**src/hdl/isaPkg.sv**
```systemverilog
`default_nettype none

package isaPkg;

	typedef logic [15:0] word_t;
	typedef logic [3:0] regAddr_t;
	typedef logic [1:0] regPrefix_t;

	// top nibble of the instruction word
	typedef enum logic [3:0] {
		opLw   = 4'b0001,
		opSw   = 4'b0010,
		opJmp  = 4'b0011,
		opBeq  = 4'b0100,
		opBnq  = 4'b0101,
		opAdd  = 4'b1000,
		opAddi = 4'b1001,
		opNand = 4'b1011,
		opSub  = 4'b1100,
		opOr   = 4'b1111
	} opcode_t;

	// LW/SW base lives in r8..r11, data register in r12..r15
	localparam regPrefix_t baseRegPrefix = 2'b10;
	localparam regPrefix_t dataRegPrefix = 2'b11;

	typedef struct packed {
		opcode_t opcode;
		regAddr_t rs1;
		regAddr_t rs2;
		regAddr_t rd;
		regAddr_t baseReg;
		regAddr_t memReg;
		word_t simm8;
		word_t memOffset;
		word_t jumpOffset;
	} instrFields_t;

endpackage

`default_nettype wire

```
**src/hdl/ctrlPkg.sv**
```systemverilog
`default_nettype none

package ctrlPkg;

	typedef enum logic [1:0] {
		aluAdd,
		aluSub,
		aluNand,
		aluOr
	} aluOp_t;

	typedef enum logic [1:0] {
		srcPc,
		srcRs1,
		srcRd,
		srcBase
	} srcA_t;

	typedef enum logic [2:0] {
		srcRs2,
		srcOne,
		srcSimm8,
		srcMemOffset,
		srcJumpOffset
	} srcB_t;

	typedef struct packed {
		aluOp_t aluOp;
		srcA_t srcA;
		srcB_t srcB;
		logic pcWrite;
		logic pcFromReg;
		logic branchEq;
		logic branchNe;
		logic irWrite;
		logic regWrite;
		logic regDstRd;
		logic memToReg;
		logic memRead;
		logic memWrite;
	} ctrlSig_t;

	// nothing written, nothing strobed
	localparam ctrlSig_t ctrlIdle = '{
		aluOp: aluAdd,
		srcA: srcPc,
		srcB: srcRs2,
		pcWrite: 1'b0,
		pcFromReg: 1'b0,
		branchEq: 1'b0,
		branchNe: 1'b0,
		irWrite: 1'b0,
		regWrite: 1'b0,
		regDstRd: 1'b0,
		memToReg: 1'b0,
		memRead: 1'b0,
		memWrite: 1'b0
	};

endpackage

`default_nettype wire

```
**src/hdl/instrDecode.sv**
```systemverilog
`timescale 1ns/100ps
`default_nettype none

module instrDecode (
	input wire clk,
	input wire rst,
	input wire isaPkg::word_t instr,
	input wire irWrite,
	output isaPkg::instrFields_t fields
);
	import isaPkg::*;

	word_t irReg;

	always_ff @(posedge clk or posedge rst) begin
		if (rst) begin
			irReg <= '0;
		end else if (irWrite) begin
			irReg <= instr;
		end
	end

	always_comb begin
		fields.opcode = opcode_t'(irReg[15:12]);
		fields.rd = irReg[11:8];
		fields.rs1 = irReg[7:4];
		fields.rs2 = irReg[3:0];
		// memory ops name their registers by two bits each
		fields.baseReg = {baseRegPrefix, irReg[9:8]};
		fields.memReg = {dataRegPrefix, irReg[11:10]};
		fields.simm8 = {{8{irReg[7]}}, irReg[7:0]};
		// offset counts in half units, scaled up by one
		fields.memOffset = {{7{irReg[7]}}, irReg[7:0], 1'b0};
		fields.jumpOffset = {{4{irReg[11]}}, irReg[11:0]};
	end

endmodule

`default_nettype wire

```
**src/hdl/regFile.sv**
```systemverilog
`timescale 1ns/100ps
`default_nettype none

module regFile (
	input wire clk,
	input wire rst,
	input wire isaPkg::instrFields_t fields,
	input wire regWrite,
	input wire regDstRd,
	input wire memToReg,
	input wire isaPkg::word_t aluOutReg,
	input wire isaPkg::word_t mdrReg,
	output isaPkg::word_t rs1Data,
	output isaPkg::word_t rs2Data,
	output isaPkg::word_t rdData,
	output isaPkg::word_t baseData,
	output isaPkg::word_t memDataReg
);
	import isaPkg::*;

	word_t regs [16];
	regAddr_t wrAddr;
	word_t wrData;

	assign wrAddr = regDstRd ? fields.rd : fields.memReg;
	assign wrData = memToReg ? mdrReg : aluOutReg;

	// r0 is never written, so it stays at its reset value of zero
	always_ff @(posedge clk or posedge rst) begin
		if (rst) begin
			for (int i = 0; i < 16; i++) begin
				regs[i] <= '0;
			end
		end else if (regWrite && wrAddr != '0) begin
			regs[wrAddr] <= wrData;
		end
	end

	assign rs1Data = regs[fields.rs1];
	assign rs2Data = regs[fields.rs2];
	assign rdData = regs[fields.rd];
	assign baseData = regs[fields.baseReg];
	assign memDataReg = regs[fields.memReg];

endmodule

`default_nettype wire

```
**src/hdl/executeUnit.sv**
```systemverilog
`timescale 1ns/100ps
`default_nettype none

module executeUnit #(
	parameter isaPkg::word_t resetPc = '0
) (
	input wire clk,
	input wire rst,
	input wire ctrlPkg::ctrlSig_t ctrl,
	input wire isaPkg::instrFields_t fields,
	input wire isaPkg::word_t rs1Data,
	input wire isaPkg::word_t rs2Data,
	input wire isaPkg::word_t rdData,
	input wire isaPkg::word_t baseData,
	input wire isaPkg::word_t dataRdData,
	output isaPkg::word_t instrAddr,
	output isaPkg::word_t aluOutReg,
	output isaPkg::word_t mdrReg
);
	import isaPkg::*;
	import ctrlPkg::*;

	word_t pc;
	word_t opA;
	word_t opB;
	word_t aluResult;
	logic zero;
	logic branchTaken;

	always_comb begin
		case (ctrl.srcA)
			srcRs1: opA = rs1Data;
			srcRd: opA = rdData;
			srcBase: opA = baseData;
			default: opA = pc;
		endcase
		case (ctrl.srcB)
			srcOne: opB = 16'd1;
			srcSimm8: opB = fields.simm8;
			srcMemOffset: opB = fields.memOffset;
			srcJumpOffset: opB = fields.jumpOffset;
			default: opB = rs2Data;
		endcase
	end

	always_comb begin
		case (ctrl.aluOp)
			aluSub: aluResult = opA - opB;
			aluNand: aluResult = ~(opA & opB);
			aluOr: aluResult = opA | opB;
			default: aluResult = opA + opB;
		endcase
	end

	assign zero = (aluResult == '0);
	assign branchTaken = (ctrl.branchEq && zero) || (ctrl.branchNe && !zero);

	// branch target is the register named by rd
	always_ff @(posedge clk or posedge rst) begin
		if (rst) begin
			pc <= resetPc;
		end else if (ctrl.pcWrite) begin
			pc <= aluResult;
		end else if (ctrl.pcFromReg && branchTaken) begin
			pc <= rdData;
		end
	end

	always_ff @(posedge clk) begin
		aluOutReg <= aluResult;
		mdrReg <= dataRdData;
	end

	assign instrAddr = pc;

endmodule

`default_nettype wire

```
**src/hdl/cpuControl.sv**
```systemverilog
`timescale 1ns/100ps
`default_nettype none

module cpuControl (
	input wire clk,
	input wire rst,
	input wire isaPkg::opcode_t opcode,
	output ctrlPkg::ctrlSig_t ctrl
);
	import isaPkg::*;
	import ctrlPkg::*;

	typedef enum logic [3:0] {
		fetch,
		decode,
		exR,
		exAddi,
		exBranchEq,
		exBranchNe,
		exJmp,
		exMem,
		memLoad,
		memStore,
		writeAlu,
		writeLoad
	} state_t;

	state_t state;
	state_t nextState;

	function automatic aluOp_t rTypeOp(opcode_t op);
		case (op)
			opSub: return aluSub;
			opNand: return aluNand;
			opOr: return aluOr;
			default: return aluAdd;
		endcase
	endfunction

	always_ff @(posedge clk or posedge rst) begin
		if (rst) begin
			state <= fetch;
		end else begin
			state <= nextState;
		end
	end

	always_comb begin
		nextState = fetch;
		case (state)
			fetch: nextState = decode;
			decode: begin
				case (opcode)
					opAdd, opSub, opNand, opOr: nextState = exR;
					opAddi: nextState = exAddi;
					opBeq: nextState = exBranchEq;
					opBnq: nextState = exBranchNe;
					opJmp: nextState = exJmp;
					opLw, opSw: nextState = exMem;
					// unknown opcode falls back to fetch
					default: nextState = fetch;
				endcase
			end
			exR, exAddi: nextState = writeAlu;
			exMem: nextState = (opcode == opLw) ? memLoad : memStore;
			memLoad: nextState = writeLoad;
			default: nextState = fetch;
		endcase
	end

	always_comb begin
		ctrl = ctrlIdle;
		case (state)
			fetch: begin
				// pc + 1 while the instruction register loads
				ctrl.srcB = srcOne;
				ctrl.pcWrite = 1'b1;
				ctrl.irWrite = 1'b1;
			end
			exR: begin
				ctrl.aluOp = rTypeOp(opcode);
				ctrl.srcA = srcRs1;
			end
			exAddi: begin
				ctrl.srcA = srcRd;
				ctrl.srcB = srcSimm8;
			end
			exBranchEq, exBranchNe: begin
				ctrl.aluOp = aluSub;
				ctrl.srcA = srcRs1;
				ctrl.pcFromReg = 1'b1;
				ctrl.branchEq = (state == exBranchEq);
				ctrl.branchNe = (state == exBranchNe);
			end
			exJmp: begin
				ctrl.srcB = srcJumpOffset;
				ctrl.pcWrite = 1'b1;
			end
			exMem: begin
				ctrl.srcA = srcBase;
				ctrl.srcB = srcMemOffset;
			end
			memLoad: ctrl.memRead = 1'b1;
			memStore: ctrl.memWrite = 1'b1;
			writeAlu: begin
				ctrl.regWrite = 1'b1;
				ctrl.regDstRd = 1'b1;
			end
			writeLoad: begin
				ctrl.regWrite = 1'b1;
				ctrl.memToReg = 1'b1;
			end
			default: ctrl = ctrlIdle;
		endcase
	end

endmodule

`default_nettype wire

```
**src/hdl/cpuTop.sv**
```systemverilog
`timescale 1ns/100ps
`default_nettype none

module cpuTop #(
	parameter isaPkg::word_t resetPc = '0
) (
	input wire clk,
	input wire rst,
	input wire isaPkg::word_t instr,
	output isaPkg::word_t instrAddr,
	output isaPkg::word_t dataAddr,
	output isaPkg::word_t dataWrData,
	output logic dataWrite,
	output logic dataRead,
	input wire isaPkg::word_t dataRdData
);
	import isaPkg::*;
	import ctrlPkg::*;

	ctrlSig_t ctrl;
	instrFields_t fields;
	word_t rs1Data;
	word_t rs2Data;
	word_t rdData;
	word_t baseData;
	word_t memDataReg;
	word_t aluOutReg;
	word_t mdrReg;

	cpuControl cpuControl_i (
		.clk(clk),
		.rst(rst),
		.opcode(fields.opcode),
		.ctrl(ctrl)
	);

	instrDecode instrDecode_i (
		.clk(clk),
		.rst(rst),
		.instr(instr),
		.irWrite(ctrl.irWrite),
		.fields(fields)
	);

	regFile regFile_i (
		.clk(clk),
		.rst(rst),
		.fields(fields),
		.regWrite(ctrl.regWrite),
		.regDstRd(ctrl.regDstRd),
		.memToReg(ctrl.memToReg),
		.aluOutReg(aluOutReg),
		.mdrReg(mdrReg),
		.rs1Data(rs1Data),
		.rs2Data(rs2Data),
		.rdData(rdData),
		.baseData(baseData),
		.memDataReg(memDataReg)
	);

	executeUnit #(
		.resetPc(resetPc)
	) executeUnit_i (
		.clk(clk),
		.rst(rst),
		.ctrl(ctrl),
		.fields(fields),
		.rs1Data(rs1Data),
		.rs2Data(rs2Data),
		.rdData(rdData),
		.baseData(baseData),
		.dataRdData(dataRdData),
		.instrAddr(instrAddr),
		.aluOutReg(aluOutReg),
		.mdrReg(mdrReg)
	);

	// address was computed in exMem and held in the result register
	assign dataAddr = aluOutReg;
	assign dataWrData = memDataReg;
	assign dataWrite = ctrl.memWrite;
	assign dataRead = ctrl.memRead;

endmodule

`default_nettype wire

```
**config.mk**
```make
export PLATFORM = sky130hd
export DESIGN_NAME = cpuTop
export DESIGN_NICKNAME = d
export VERILOG_FILES = /design/src/hdl/isaPkg.sv /design/src/hdl/ctrlPkg.sv /design/src/hdl/instrDecode.sv /design/src/hdl/regFile.sv /design/src/hdl/executeUnit.sv /design/src/hdl/cpuControl.sv /design/src/hdl/cpuTop.sv
export SDC_FILE = /design/constraint.sdc
export NUM_CORES = 1
export LEC_CHECK = 0
export BUFFER_PORTS_ARGS = -buffer_cell sky130_fd_sc_hd__buf_2
export CAP_MARGIN = 20
export CORE_ASPECT_RATIO = 1.2
export CORE_MARGIN = 2
export CORE_UTILIZATION = 49
export CTS_CLUSTER_DIAMETER = 30
export DETAILED_ROUTE_END_ITERATION = 10
export PLACE_DENSITY = 0.76
export SLEW_MARGIN = 20
export SYNTH_ARGS = -nofsm -noshare
export SYNTH_HDL_FRONTEND = slang
export SYNTH_SLANG_ARGS = --single-unit
export TNS_END_PERCENT = 1
```
**constraint.sdc**
```tcl
create_clock -name clk -period 9.1 [get_ports clk]
set_input_delay 1.82 -clock clk [delete_from_list [all_inputs] [get_ports clk]]
set_output_delay 1.82 -clock clk [all_outputs]
set_load 0.1 [all_outputs]
```
==> metrics <==
min-delay src regFile_i.regs[248]$_DFFE_PP0P_; largest net degree at the start of global routing 174; worst min-delay path category reg -> reg; Max Buffers Root-to-Sink 3; Slew HR a little under a fifth; GRT Total Usage 32.4%; YS warnings 0; die footprint 44300 um2; Reg2Reg Depth 22; core footprint around 42000 um2; Crit path arrival time 8030 ps; ys flop type dfrtp_1; Final setup violation count 0; die width between 150 and 200 um; DRT iter0 DRCs 2210; root buffer cell clkbuf_16; slowest cell on the critical path dfrtp_4; syn_nets 2014; Final ANT Viol Nets 0; clock sinks between 300 and 400; Syn Inst Count 1956; TritonCTS Buffers 50; setup TNS 0 ps; first-pass GRT wire length 107000 um; H-tree depth 2; cells along the critical path buf_4 > mux4_2 > mux2_2 > a21oi_1 > o21ai_0 > and3b_1 > nand2_1 > nor2_1 > a21oi_1 > xnor2_1 > ha_1 > a21o_1 > a21oi_1 > o21ai_0 > a21o_1 > a31oi_1 > xnor2_1 > a2111o_1 > or4_4 > o41a_1 > a22oi_4 > mux2_1; DRC 0; Critical Path RT 9540 ps; clk_lat worst skew around 580 ps; CP Launch Point instrDecode_i.irReg[0]$_DFFE_PP0P_; drt pass-1 iters 7; Starting Density 49.8%; number of global-route vias before repair 17257; max frequency 132 MHz; share of layout cells above drive strength 1 25.6%; critical path launch point type flip-flop; # nets final 2007; post-synthesis sequential area ratio 38.1%; Routed WL per cell between 20 and 30 um; R2R Path End executeUnit_i.instrAddr[3]$_DFFE_PP0P_; most used cell, CP a21oi_1; fillers approximately 3400; setup bufs post-CTS 0; commonest cells in the netlist 305 x nand2_1, 292 x dfrtp_1, 240 x o21ai_0, 197 x mux4_2, 114 x clkbuf_1; cell with the most instances after synthesis nand2_1; Worst Path Max Fanout 47; Hold-fix buffers, CTS 0; Slew Limit Fails 0; crit-path max cell delay 930 ps; unique cell type count in the Yosys netlist 83; Async SR Flop Fraction between 90 and 100%; outcome finished clean; Slew @ Worst Pin approximately 1200 ps; Reg2Reg Launch Point instrDecode_i.irReg[0]$_DFFE_PP0P_; CTS tree built; crit end category flip-flop; kind of critical path reg -> reg; die height 230 um; final hold violation count 0; Period minus WS final 7590 ps; Ports 84; Via density 7.02; CP endpoint executeUnit_i.instrAddr[3]$_DFFE_PP0P_; Reg clk slew, reported paths ~60 ps; RSZ-0062 raised after global routing no; top-area cell type share of the netlist area between 30% and 40%; DR vias 17790; Final Skew 16.9 ps; diode count 0; dpl hpwl roughly 48000 um; antenna violations before repair 1; Post-synth EDFFs 0; RePlAce Congestion 1.02; Tcrit/Tclk final a little over four fifths; Overflow after GRT 0; top post-synthesis cells by area dfrtp_1 35%, mux4_2 21%, o21ai_0 5.8%; Reg2Reg Setup Slack between 1500 and 2000 ps; Total Wirelength 71100 um; port bufs 83; Syn-to-layout area delta 11.4%; row count 82; area leader, netlist dfrtp_1; number of cells upsized or downsized after cts 0; Syn Std Cell Area roughly 21000 um2; maxcap violations 0; Synth Area per Inst 10.7 um2; Synth Register Bits 324
==> cells by family (layout without fill, tap and decap cells) <==
group                      count (synthesis)  in the layout  share of synthesized area, %
and+or+nand+nor                          523            523                          10.9
AOI/OAI and AO/OA                        497            497                          14.6
adders and majority gates                 24             24                          1.47
DFF                                      324            324                          38.1
xor gates and xnor gates                  27             27                          1.13
muxes                                    357            357                          29.2
buffers and inverters                    204            237                          4.51
==> state kept, by name (all words and copies together), names as in the netlist <==
name                     flops
executeUnit_i.instrAddr     16
executeUnit_i.mdrReg        16
regFile_i.regs             256
instrDecode_i.irReg         16
executeUnit_i.aluOutReg     16
cpuControl_i.state           4
==> cell type report <==
cell class | count | area [um2] | share of cell area (%)
clock buffers | 58 | 1320 | 5.68
clock inverters | 34 | 393 | 1.69
inverters | 18 | 71.3 | 0.306
multi-input cells | 1428 | 12100 | 51.9
flip-flops and latches | 324 | 7970 | 34.2
well taps | 546 | 683 | 2.94
repair buffers | 127 | 762 | 3.27
==> cell usage in the layout (no fill, tap or decap), types with 9 or more instances in the layout <==
cell and n:
o21ai_0 240, dfrtp_1 284, nor2_1 102, dfxtp_1 32, nand2b_1 11, and2_1 10
nor3_1 13, a211oi_1 17, mux2i_1 96, ha_1 23, o22ai_1 14, buf_2 83
a22oi_1 24, mux2i_2 9, inv_1 15, mux4_2 197, o221ai_1 11, xnor2_1 19
a21o_1 16, buf_4 42, nor2b_1 18, a31oi_1 14, nand2_1 302, inv_6 12
mux2_2 43, clkbuf_16 51, a21oi_1 79, o211ai_1 10, mux2_1 12
==> metal layers <==
layer / up-vias / global-route usage [%] / share of wire, %
li1: 7318 / - / -
met1: 8783 / 41.7 / 35
met2: 1360 / 48.1 / 45
met3: 329 / 9.66 / 13
met4: 0 / 19.4 / 7.1
met5: - / 0 / 0
==> per-stage QoR <==
stage / utilization (%) / hold slack, ps / area, um2 / std cells / worst slack, ps
finish: 55.5 / 422 / 23300 / 2535 / 1510
global route: 55.5 / 424 / 23300 / 2535 / 1070
CTS: 55.4 / 418 / 23200 / 2535 / 1550
detailed placement: 51.3 / 408 / 21500 / 2443 / 1620
global placement: 51.3 / 393 / 21500 / 2443 / 1740
floorplan: - / 458 / 20900 / 1956 / 2810
==> how the worst min path moves through the flow <==
stage               slack (ps)  cells after the start                         endpoint
CTS                        420                      0  regFile_i.regs[251]$_DFFE_PP0P_
floorplan                  460                      1  regFile_i.regs[244]$_DFFE_PP0P_
global route               420                      0  regFile_i.regs[251]$_DFFE_PP0P_
finish                     420                      0  regFile_i.regs[248]$_DFFE_PP0P_
detailed placement         410                      0  regFile_i.regs[251]$_DFFE_PP0P_
global placement           390                      0  regFile_i.regs[249]$_DFFE_PP0P_
==> critical path, delay by kind of cell, from the launching register on <==
family          cells  cell delay, ps
simple gates        4            1090
flops               1             930
compound gates     11            2970
buf+inv             1             500
fa+ha+maj           1             390
mux                 3            1250
xor+xnor            2             280
Power is not shown: default switching activity piles up to over one toggle a cycle in this logic, so the estimate is an artifact.
